===== src/mem_bus_pkg.sv =====
`default_nettype none

package mem_bus_pkg;

  // Command encoding on the shared memory bus
  typedef enum logic [1:0] {
    BUS_NONE  = 2'h0,
    BUS_LOAD  = 2'h1,
    BUS_STORE = 2'h2
  } bus_command_t;

  // Zero tag means the request was refused
  typedef logic [3:0] mem_tag_t;

  typedef logic [63:0] mem_addr_t;  // Byte address
  typedef logic [63:0] mem_data_t;  // One bus word, also one cache line

  localparam int MEM_LINE_BYTES = 8;

endpackage

`default_nettype wire


===== src/fetch_pkg.sv =====
`default_nettype none

package fetch_pkg;

  localparam int FETCH_WIDTH = 2;  // Instructions per cache line

  // Direct-mapped instruction cache geometry
  localparam int ICACHE_LINES = 32;
  localparam int ICACHE_IDX_BITS = 5;
  localparam int ICACHE_TAG_BITS = 8;

  localparam int FB_DEPTH = 8;

  typedef logic [ICACHE_IDX_BITS-1:0] icache_idx_t;
  typedef logic [ICACHE_TAG_BITS-1:0] icache_tag_t;

  typedef logic [31:0] inst_t;
  typedef mem_bus_pkg::mem_addr_t pc_t;

  // Count needs one more bit than the pointer to tell full from empty
  typedef logic [$clog2(FB_DEPTH)-1:0] fb_ptr_t;
  typedef logic [$clog2(FB_DEPTH):0] fb_count_t;

endpackage

`default_nettype wire


===== src/icache_mem.sv =====
`timescale 1ns/1ns
`default_nettype none

module icache_mem
  import mem_bus_pkg::*;
  import fetch_pkg::*;
(
  input  logic        clock,
  input  logic        rst_n,
  input  logic        wr_en,
  input  icache_idx_t wr_idx,
  input  icache_tag_t wr_tag,
  input  mem_data_t   wr_data,
  input  icache_idx_t rd_idx,
  input  icache_tag_t rd_tag,
  output mem_data_t   rd_data,
  output logic        rd_valid
);

  mem_data_t   data_mem [ICACHE_LINES];
  icache_tag_t tag_mem  [ICACHE_LINES];
  logic [ICACHE_LINES-1:0] valid_mem;

  assign rd_data  = data_mem[rd_idx];
  assign rd_valid = valid_mem[rd_idx] && (tag_mem[rd_idx] == rd_tag);

  always_ff @(posedge clock or negedge rst_n) begin
    if (!rst_n) begin
      valid_mem <= '0;
    end else if (wr_en) begin
      valid_mem[wr_idx] <= 1'b1;
    end
  end

  // Lines are never invalidated once filled
  always_ff @(posedge clock) begin
    if (wr_en) begin
      data_mem[wr_idx] <= wr_data;
      tag_mem[wr_idx]  <= wr_tag;
    end
  end

endmodule

`default_nettype wire


===== src/icache_ctrl.sv =====
`timescale 1ns/1ns
`default_nettype none

module icache_ctrl
  import mem_bus_pkg::*;
  import fetch_pkg::*;
(
  input  logic         clock,
  input  logic         rst_n,
  input  pc_t          fetch_addr,
  input  mem_tag_t     mem_response,
  input  mem_data_t    mem_data,
  input  mem_tag_t     mem_tag,
  input  mem_data_t    cache_data,
  input  logic         cache_hit,
  output bus_command_t imem_command,
  output mem_addr_t    imem_addr,
  output mem_data_t    line,
  output logic         line_valid,
  output icache_idx_t  rd_idx,
  output icache_tag_t  rd_tag,
  output logic         wr_en,
  output icache_idx_t  wr_idx,
  output icache_tag_t  wr_tag
);

  logic        req_active;  // Refill request held on the bus
  mem_tag_t    pend_tag;    // Zero when no refill is outstanding
  icache_idx_t miss_idx;
  icache_tag_t miss_tag;
  logic        accepted;
  logic        fill;

  assign rd_idx = fetch_addr[$clog2(MEM_LINE_BYTES) +: ICACHE_IDX_BITS];
  assign rd_tag = fetch_addr[$clog2(MEM_LINE_BYTES) + ICACHE_IDX_BITS +: ICACHE_TAG_BITS];

  assign line       = cache_data;
  assign line_valid = cache_hit;

  assign accepted = req_active && (mem_response != '0);
  assign fill     = (pend_tag != '0) && (mem_tag == pend_tag);

  assign imem_command = req_active ? BUS_LOAD : BUS_NONE;
  assign imem_addr    = mem_addr_t'({miss_tag, miss_idx}) << $clog2(MEM_LINE_BYTES);

  assign wr_en  = fill;
  assign wr_idx = miss_idx;
  assign wr_tag = miss_tag;

  always_ff @(posedge clock or negedge rst_n) begin
    if (!rst_n) begin
      req_active <= 1'b0;
      pend_tag   <= '0;
    end else begin
      if (!cache_hit && !req_active && (pend_tag == '0)) begin
        req_active <= 1'b1;
      end else if (accepted) begin
        req_active <= 1'b0;
      end
      if (accepted) begin
        pend_tag <= mem_response;
      end else if (fill) begin
        pend_tag <= '0;
      end
    end
  end

  // Missing line is captured once, so a redirect cannot change the refill
  always_ff @(posedge clock) begin
    if (!cache_hit && !req_active && (pend_tag == '0)) begin
      miss_idx <= rd_idx;
      miss_tag <= rd_tag;
    end
  end

  a_one_refill: assert property (@(posedge clock) disable iff (!rst_n)
    (pend_tag != '0) |-> (imem_command == BUS_NONE));

  // Memory must return a defined line for the tag it handed out
  a_fill_data_known: assert property (@(posedge clock) disable iff (!rst_n)
    fill |-> !$isunknown(mem_data));

endmodule

`default_nettype wire


===== src/fetch_stage.sv =====
`timescale 1ns/1ns
`default_nettype none

module fetch_stage
  import mem_bus_pkg::*;
  import fetch_pkg::*;
(
  input  logic                         clock,
  input  logic                         rst_n,
  input  logic                         fetch_en,
  input  logic                         redirect,
  input  pc_t                          redirect_pc,
  input  mem_data_t                    line,
  input  logic                         line_valid,
  output pc_t                          fetch_addr,
  output logic                         push,
  output inst_t [FETCH_WIDTH-1:0]      push_inst,
  output pc_t   [FETCH_WIDTH-1:0]      push_pc,
  output logic  [FETCH_WIDTH-1:0]      push_slot_valid
);

  pc_t pc;
  pc_t line_base;

  assign fetch_addr = pc;
  assign line_base  = pc & ~pc_t'(MEM_LINE_BYTES - 1);
  assign push       = line_valid && fetch_en && !redirect;

  always_comb begin
    for (int i = 0; i < FETCH_WIDTH; i++) begin
      push_inst[i] = line[i*$bits(inst_t) +: $bits(inst_t)];
      push_pc[i]   = line_base + pc_t'(i * ($bits(inst_t) / 8));
      // Slots below the PC's word are skipped
      push_slot_valid[i] = (i >= int'(pc[2]));
    end
  end

  always_ff @(posedge clock or negedge rst_n) begin
    if (!rst_n) begin
      pc <= '0;
    end else if (redirect) begin
      pc <= redirect_pc;
    end else if (push) begin
      pc <= line_base + pc_t'(MEM_LINE_BYTES);  // Next aligned line
    end
  end

endmodule

`default_nettype wire


===== src/fetch_buffer.sv =====
`timescale 1ns/1ns
`default_nettype none

module fetch_buffer
  import fetch_pkg::*;
(
  input  logic                    clock,
  input  logic                    rst_n,
  input  logic                    flush,
  input  logic                    push,
  input  inst_t [FETCH_WIDTH-1:0] push_inst,
  input  pc_t   [FETCH_WIDTH-1:0] push_pc,
  input  logic  [FETCH_WIDTH-1:0] push_slot_valid,
  input  logic                    pop,
  output inst_t                   head_inst,
  output pc_t                     head_pc,
  output logic                    head_valid,
  output logic                    fetch_en
);

  inst_t inst_q [FB_DEPTH];
  pc_t   pc_q   [FB_DEPTH];

  fb_ptr_t   head;
  fb_ptr_t   tail;
  fb_count_t count;
  fb_count_t push_cnt;
  fb_ptr_t   slot_ptr [FETCH_WIDTH];
  logic      pop_ok;

  assign head_inst  = inst_q[head];
  assign head_pc    = pc_q[head];
  assign head_valid = (count != '0);
  assign fetch_en   = (count <= fb_count_t'(FB_DEPTH - FETCH_WIDTH));
  assign pop_ok     = pop && head_valid;

  // Valid slots pack behind the tail in slot order
  always_comb begin
    push_cnt = '0;
    for (int i = 0; i < FETCH_WIDTH; i++) begin
      slot_ptr[i] = tail + fb_ptr_t'(push_cnt);
      if (push && push_slot_valid[i]) begin
        push_cnt = push_cnt + 1'b1;
      end
    end
  end

  always_ff @(posedge clock or negedge rst_n) begin
    if (!rst_n) begin
      head  <= '0;
      tail  <= '0;
      count <= '0;
    end else if (flush) begin
      head  <= '0;
      tail  <= '0;
      count <= '0;
    end else begin
      head  <= head + fb_ptr_t'(pop_ok);
      tail  <= tail + fb_ptr_t'(push_cnt);
      count <= count + push_cnt - fb_count_t'(pop_ok);
    end
  end

  always_ff @(posedge clock) begin
    for (int i = 0; i < FETCH_WIDTH; i++) begin
      if (push && push_slot_valid[i]) begin
        inst_q[slot_ptr[i]] <= push_inst[i];
        pc_q[slot_ptr[i]]   <= push_pc[i];
      end
    end
  end

  // Fetch must honour fetch_en
  a_push_has_room: assert property (@(posedge clock) disable iff (!rst_n)
    push |-> (count <= fb_count_t'(FB_DEPTH - FETCH_WIDTH)));

endmodule

`default_nettype wire


===== src/dmem_port.sv =====
`timescale 1ns/1ns
`default_nettype none

module dmem_port
  import mem_bus_pkg::*;
(
  input  logic         clock,
  input  logic         rst_n,
  input  logic         req,
  input  bus_command_t command,
  input  mem_addr_t    addr,
  input  mem_data_t    wdata,
  input  mem_tag_t     mem_response,
  input  mem_data_t    mem_data,
  input  mem_tag_t     mem_tag,
  output bus_command_t dmem_command,
  output mem_addr_t    dmem_addr,
  output mem_data_t    dmem_data,
  output logic         busy,
  output mem_data_t    load_data,
  output logic         load_valid
);

  typedef enum logic [1:0] {
    IDLE,
    REQUEST,
    WAIT_DATA
  } dmem_state_t;

  dmem_state_t  state;
  bus_command_t cmd_q;
  mem_addr_t    addr_q;
  mem_data_t    wdata_q;
  mem_tag_t     pend_tag;
  logic         start;
  logic         accepted;
  logic         data_back;

  assign start     = (state == IDLE) && req && (command != BUS_NONE);
  assign accepted  = (state == REQUEST) && (mem_response != '0);
  assign data_back = (state == WAIT_DATA) && (mem_tag == pend_tag);

  assign busy         = (state != IDLE);
  assign dmem_command = (state == REQUEST) ? cmd_q : BUS_NONE;
  assign dmem_addr    = addr_q;
  assign dmem_data    = wdata_q;

  always_ff @(posedge clock or negedge rst_n) begin
    if (!rst_n) begin
      state      <= IDLE;
      pend_tag   <= '0;
      load_valid <= 1'b0;
    end else begin
      load_valid <= data_back;
      if (accepted) begin
        pend_tag <= mem_response;
      end
      case (state)
        IDLE:      if (start) state <= REQUEST;
        REQUEST:   if (accepted) state <= (cmd_q == BUS_LOAD) ? WAIT_DATA : IDLE;  // Store done
        WAIT_DATA: if (data_back) state <= IDLE;
        default:   state <= IDLE;
      endcase
    end
  end

  always_ff @(posedge clock) begin
    if (start) begin
      cmd_q   <= command;
      addr_q  <= addr;
      wdata_q <= wdata;
    end
    if (data_back) begin
      load_data <= mem_data;
    end
  end

  a_load_from_wait: assert property (@(posedge clock) disable iff (!rst_n)
    load_valid |-> ($past(state) == WAIT_DATA));

endmodule

`default_nettype wire


===== src/mem_arbiter.sv =====
`timescale 1ns/1ns
`default_nettype none

module mem_arbiter
  import mem_bus_pkg::*;
(
  input  bus_command_t dmem_command,
  input  mem_addr_t    dmem_addr,
  input  mem_data_t    dmem_data,
  input  bus_command_t imem_command,
  input  mem_addr_t    imem_addr,
  input  mem_tag_t     mem2proc_response,
  output mem_tag_t     dmem_response,
  output mem_tag_t     imem_response,
  output bus_command_t proc2mem_command,
  output mem_addr_t    proc2mem_addr,
  output mem_data_t    proc2mem_data
);

  logic dmem_sel;

  // Data side always wins
  assign dmem_sel = (dmem_command != BUS_NONE);

  assign proc2mem_command = dmem_sel ? dmem_command : imem_command;
  assign proc2mem_addr    = dmem_sel ? dmem_addr : imem_addr;
  assign proc2mem_data    = dmem_sel ? dmem_data : '0;  // Cache only loads

  // Loser sees a refusal
  assign dmem_response = dmem_sel ? mem2proc_response : '0;
  assign imem_response = dmem_sel ? '0 : mem2proc_response;

endmodule

`default_nettype wire


===== src/fetch_front_end.sv =====
`timescale 1ns/1ns
`default_nettype none

module fetch_front_end
  import mem_bus_pkg::*;
  import fetch_pkg::*;
(
  input  logic         clock,
  input  logic         rst_n,
  input  mem_tag_t     mem2proc_response,
  input  mem_data_t    mem2proc_data,
  input  mem_tag_t     mem2proc_tag,
  output bus_command_t proc2mem_command,
  output mem_addr_t    proc2mem_addr,
  output mem_data_t    proc2mem_data,
  input  logic         redirect,
  input  pc_t          redirect_pc,
  input  logic         take_inst,
  output inst_t        inst,
  output pc_t          inst_pc,
  output logic         inst_valid,
  input  logic         dmem_req,
  input  bus_command_t dmem_command,
  input  mem_addr_t    dmem_addr,
  input  mem_data_t    dmem_wdata,
  output logic         dmem_busy,
  output mem_data_t    dmem_load_data,
  output logic         dmem_load_valid
);

  mem_data_t    cache_data;
  logic         cache_hit;
  icache_idx_t  rd_idx;
  icache_tag_t  rd_tag;
  logic         wr_en;
  icache_idx_t  wr_idx;
  icache_tag_t  wr_tag;
  pc_t          fetch_addr;
  mem_data_t    line;
  logic         line_valid;
  bus_command_t imem_command;
  mem_addr_t    imem_addr;
  mem_tag_t     imem_response;
  bus_command_t dmem_bus_command;
  mem_addr_t    dmem_bus_addr;
  mem_data_t    dmem_bus_data;
  mem_tag_t     dmem_response;
  logic         fetch_en;
  logic         push;
  inst_t [FETCH_WIDTH-1:0] push_inst;
  pc_t   [FETCH_WIDTH-1:0] push_pc;
  logic  [FETCH_WIDTH-1:0] push_slot_valid;

  icache_mem icache_mem_0 (
    .clock    (clock),
    .rst_n    (rst_n),
    .wr_en    (wr_en),
    .wr_idx   (wr_idx),
    .wr_tag   (wr_tag),
    .wr_data  (mem2proc_data),  // Refill line straight from the bus
    .rd_idx   (rd_idx),
    .rd_tag   (rd_tag),
    .rd_data  (cache_data),
    .rd_valid (cache_hit)
  );

  icache_ctrl icache_ctrl_0 (
    .clock        (clock),
    .rst_n        (rst_n),
    .fetch_addr   (fetch_addr),
    .mem_response (imem_response),
    .mem_data     (mem2proc_data),
    .mem_tag      (mem2proc_tag),
    .cache_data   (cache_data),
    .cache_hit    (cache_hit),
    .imem_command (imem_command),
    .imem_addr    (imem_addr),
    .line         (line),
    .line_valid   (line_valid),
    .rd_idx       (rd_idx),
    .rd_tag       (rd_tag),
    .wr_en        (wr_en),
    .wr_idx       (wr_idx),
    .wr_tag       (wr_tag)
  );

  fetch_stage fetch_stage_0 (
    .clock           (clock),
    .rst_n           (rst_n),
    .fetch_en        (fetch_en),
    .redirect        (redirect),
    .redirect_pc     (redirect_pc),
    .line            (line),
    .line_valid      (line_valid),
    .fetch_addr      (fetch_addr),
    .push            (push),
    .push_inst       (push_inst),
    .push_pc         (push_pc),
    .push_slot_valid (push_slot_valid)
  );

  fetch_buffer fetch_buffer_0 (
    .clock           (clock),
    .rst_n           (rst_n),
    .flush           (redirect),
    .push            (push),
    .push_inst       (push_inst),
    .push_pc         (push_pc),
    .push_slot_valid (push_slot_valid),
    .pop             (take_inst),
    .head_inst       (inst),
    .head_pc         (inst_pc),
    .head_valid      (inst_valid),
    .fetch_en        (fetch_en)
  );

  dmem_port dmem_port_0 (
    .clock        (clock),
    .rst_n        (rst_n),
    .req          (dmem_req),
    .command      (dmem_command),
    .addr         (dmem_addr),
    .wdata        (dmem_wdata),
    .mem_response (dmem_response),
    .mem_data     (mem2proc_data),
    .mem_tag      (mem2proc_tag),
    .dmem_command (dmem_bus_command),
    .dmem_addr    (dmem_bus_addr),
    .dmem_data    (dmem_bus_data),
    .busy         (dmem_busy),
    .load_data    (dmem_load_data),
    .load_valid   (dmem_load_valid)
  );

  mem_arbiter mem_arbiter_0 (
    .dmem_command      (dmem_bus_command),
    .dmem_addr         (dmem_bus_addr),
    .dmem_data         (dmem_bus_data),
    .imem_command      (imem_command),
    .imem_addr         (imem_addr),
    .mem2proc_response (mem2proc_response),
    .dmem_response     (dmem_response),
    .imem_response     (imem_response),
    .proc2mem_command  (proc2mem_command),
    .proc2mem_addr     (proc2mem_addr),
    .proc2mem_data     (proc2mem_data)
  );

endmodule

`default_nettype wire


===== config.mk =====
export PLATFORM = sky130hd
export DESIGN_NAME = fetch_front_end
export DESIGN_NICKNAME = d
export VERILOG_FILES = /design/src/mem_bus_pkg.sv /design/src/fetch_pkg.sv /design/src/icache_mem.sv /design/src/icache_ctrl.sv /design/src/fetch_stage.sv /design/src/fetch_buffer.sv /design/src/dmem_port.sv /design/src/mem_arbiter.sv /design/src/fetch_front_end.sv
export SDC_FILE = /design/constraint.sdc
export NUM_CORES = 2
export LEC_CHECK = 0
export BUFFER_PORTS_ARGS = -buffer_cell sky130_fd_sc_hd__buf_4
export CORE_UTILIZATION = 60
export CTS_BUF_LIST = sky130_fd_sc_hd__clkbuf_16
export CTS_CLUSTER_DIAMETER = 30
export CTS_CLUSTER_SIZE = 24
export DETAILED_ROUTE_END_ITERATION = 12
export PLACE_DENSITY = 0.83
export RECOVER_POWER = 25
export SLEW_MARGIN = 10
export SYNTH_ARGS = -nofsm -noshare
export SYNTH_HDL_FRONTEND = slang
export SYNTH_HIERARCHICAL = 1
export SYNTH_SLANG_ARGS = --single-unit

===== constraint.sdc =====
create_clock -name clock -period 15.3 [get_ports clock]
set_clock_uncertainty 0.15 [all_clocks]
set_input_delay 0.765 -clock clock [delete_from_list [all_inputs] [get_ports clock]]
set_output_delay 0.765 -clock clock [all_outputs]
set_load 0.01 [all_outputs]

==> impl_metrics.toml <==
[global_route]
wire_length_of_the_first_global_routing_pass_microns = 603900
grt_max_degree = 158
initial_antenna_violation_count = 33
via_count_of_the_first_global_routing_pass = 80830
grt_usage_pct = 36.53
grt.overflow.total = 0

[routing]
drt-pass1-iter-count = 7
routed_via_density = 6.984
dr_total_vias = 78140
routed_wirelength_microns = 436000
antenna_left = 0
detailedRoute.firstIterationViolations = 12500
post-route-drc-count = 0
detail_route.wl_per_cell_microns = 38.97

[worst_setup_path]
cp-endpoint = "fetch_buffer_0/pc_q[4][52]$_DFFE_PP_"
reg_to_reg_startpoint = "fetch_stage_0/fetch_addr[3]$_DFFE_PN0P_"
setup.worst_path.start_class = "register"
cp.required_ns = 15.80
worst-setup-path-type = "reg2reg"
worst_r2r_endpoint = "fetch_buffer_0/pc_q[4][52]$_DFFE_PP_"
critPathMaxFanout = 55
timing.reg2reg.setup_slack_ns = 5.74
crit_chain = "buf_4 -> buf_4 -> mux4_2 -> o21ai_0 -> xnor2_1 -> or3_1 -> a211o_1 -> a2111oi_2 -> buf_4 -> nand2_1 -> nor2_1 -> nand3_1 -> inv_1 -> ha_1 -> nor4_4 -> buf_4 -> buf_4 -> mux2_2"
critical_path_arrival_ns = 10.06
reg2reg_depth = 18
critical-path-max-stage-delay_ns = 0.99
setup.worst_path.start = "fetch_stage_0/fetch_addr[3]$_DFFE_PN0P_"
setup.worst_path.end_class = "register"
timing.critical_path.mode_cell = "sky130_fd_sc_hd__buf_4"
critical_path.slowest_cell = "sky130_fd_sc_hd__buf_4"

[run]
cap_viol_max_count = 38

[worst_hold_path]
timing.hold.worst.class = "in2reg"

[sta]
final.hold.worst_slack_ns = 0.1517
worst_slew_pin_slew_ns = 2.008
number_of_max_slew_violations_in_the_final_report = 1298
post-route-period-util_pct = 62.51
max_freq_mhz = 104.6
timing.final.hold_violations = 0
finalSetupViolations = 0
setup_total_negative_slack_ns = 0
slew_headroom_pct = -33.88
min_period_ns = 9.565
rsz0062_at_grt = "false"

[logic_synthesis]
synth_cells = 6738
synth.cell_area_sq_mm = 0.1419
ys_warn_count = 6
average_cell_area_after_synthesis_sq_um = 21.06

[finish]
fillers = 12360
final_net_count = 7871
syn2layout_area_growth_pct = 18.62
multi_input_area_sq_mm = 0.03678
share_of_cells_above_drive_strength_1_pct = 43.91
seqCellArea_sq_mm = 0.1014

[clock_network]
cts_post_setup_buffers_inserted = 0
worstSkewPairLatency_ns = 1.01
path_clk_slew_ns = 0.06
cts.path.max_buffers = 4
cts_hold_buf = 198
numCtsBuffers = 569
cts_resized = 0
depth_of_the_cts_h_tree = 6
ctsRootBufferMaster = "sky130_fd_sc_hd__clkbuf_16"
clock_sink_count = 3395
tritoncts = "done"

[floorplan]
start_util_pct = 60.34
die_x_microns = 488.3
die_height_microns = 488.3
die-area_sq_mm = 0.2385
row_count = 178
design.core.area_sq_mm = 0.2352
io_pins = 564

[power_and_ir_drop]
peakVddDrop_mv = 0.1683
power_density_mw_per_mm2 = 158.4
total_power_mw = 26.66
p_leak_nw = 55.69

[placement]
dp.final_hpwl_microns = 191400
place_congestion = 0.8148
port_buffers = 561

[run_status]
violations_in_the_final_reports = "capacitance limit, slew limit"
run_status = "finished with violations"
worst min path at each step:
stage	from	end	slack, ns	depth (start not counted)
3_5_place_dp	icache_mem_0/valid_mem[27]$_DFFE_PN0P_	icache_mem_0/valid_mem[27]$_DFFE_PN0P_	0.30	1
2_1_floorplan	icache_mem_0/valid_mem[10]$_DFFE_PN0P_	icache_mem_0/valid_mem[10]$_DFFE_PN0P_	0.28	1
6_report	dmem_req	dmem_port_0/cmd_q[0]$_DFFE_PP_	0.15	2
3_3_place_gp	icache_mem_0/valid_mem[10]$_DFFE_PN0P_	icache_mem_0/valid_mem[10]$_DFFE_PN0P_	0.30	1
5_1_grt	dmem_req	dmem_port_0/cmd_q[0]$_DFFE_PP_	0.11	2
4_1_cts	mem2proc_data[53]	icache_mem_0/data_mem[26][53]$_DFFE_PP_	0.0004	1
placed cells by master (no fill, tap or decap), types with 61 or more instances in the layout:
cell type                       instances
sky130_fd_sc_hd__mux4_2               900
sky130_fd_sc_hd__dfrtp_1              108
sky130_fd_sc_hd__nor2b_1               85
sky130_fd_sc_hd__clkbuf_16            588
sky130_fd_sc_hd__buf_4                647
sky130_fd_sc_hd__clkinv_1              72
sky130_fd_sc_hd__edfxtp_1            3279
sky130_fd_sc_hd__o21ai_0               62
sky130_fd_sc_hd__nand2_1               93
sky130_fd_sc_hd__mux2_2               981
sky130_fd_sc_hd__clkinv_2              68
sky130_fd_sc_hd__dlygate4sd3_1        198
sky130_fd_sc_hd__inv_1                 87
sky130_fd_sc_hd__bufinv_16             61
per-layer routing:
metal,wire [microns],track usage [%],part of all wire (%),vias up
li1,-,-,-,29360
met3,54980,9.193,13,1713
met1,139300,45.06,32,39690
met4,29770,22.14,6.8,20
met5,133,0,0.031,-
met2,211800,58.59,49,7361
area by class of cell:
class	count	area share, %
diodes	14	0.02081
clock buffers	586	8.711
clock inverters	422	2.476
inverters	24	0.05351
multi-input cells	2685	21.85
flip-flops and latches	3395	60.23
well taps	3150	2.341
repair buffers	913	4.316
critical path: cells and delay by family, from the launching register on:
family | cells | cell delay (ns)
DFF | 1 | 0.82
AOI/OAI and AO/OA | 3 | 0.91
xor gates and xnor gates | 1 | 0.13
adders and majority gates | 1 | 0.47
buffers and inverters | 6 | 3.89
muxes | 2 | 1.03
and+or+nand+nor | 5 | 1.65
stage by stage:
stage	std cells	instance area [sq um]	utilization, %	setup slack (ns)
after floorplan	6794	142100	-	4.245
after global placement	9965	147600	62.76	6.206
after detailed placement	9966	147600	62.77	6.047
after CTS	11170	168400	71.62	5.786
after global routing	11180	168300	71.57	5.302
final	11190	168300	71.58	5.735
sequential cells by signal (all words and copies together), names as in the netlist, 4 cells and up:
signal and count:
icache_mem_0/data_mem 2048, fetch_buffer_0/pc_q 512, fetch_buffer_0/inst_q 256, icache_mem_0/tag_mem 256, dmem_port_0/dmem_addr 64, dmem_port_0/dmem_data 64
dmem_port_0/load_data 64, fetch_stage_0/fetch_addr 62, icache_mem_0/valid_mem 32, icache_ctrl_0/wr_tag 8, icache_ctrl_0/wr_idx 5, dmem_port_0/pend_tag 4
fetch_buffer_0/count 4, icache_ctrl_0/pend_tag 4
power breakdown:
part | switching [mW] | internal, mW | leakage, nW
registers | 0.283 | 10.5 | 31.0
logic | 1.63 | 1.41 | 15.4
clock network | 4.76 | 8.03 | 9.34
total | 6.67 | 20.0 | 55.7
No activity file was read; power rests on OpenSTA's default activity.
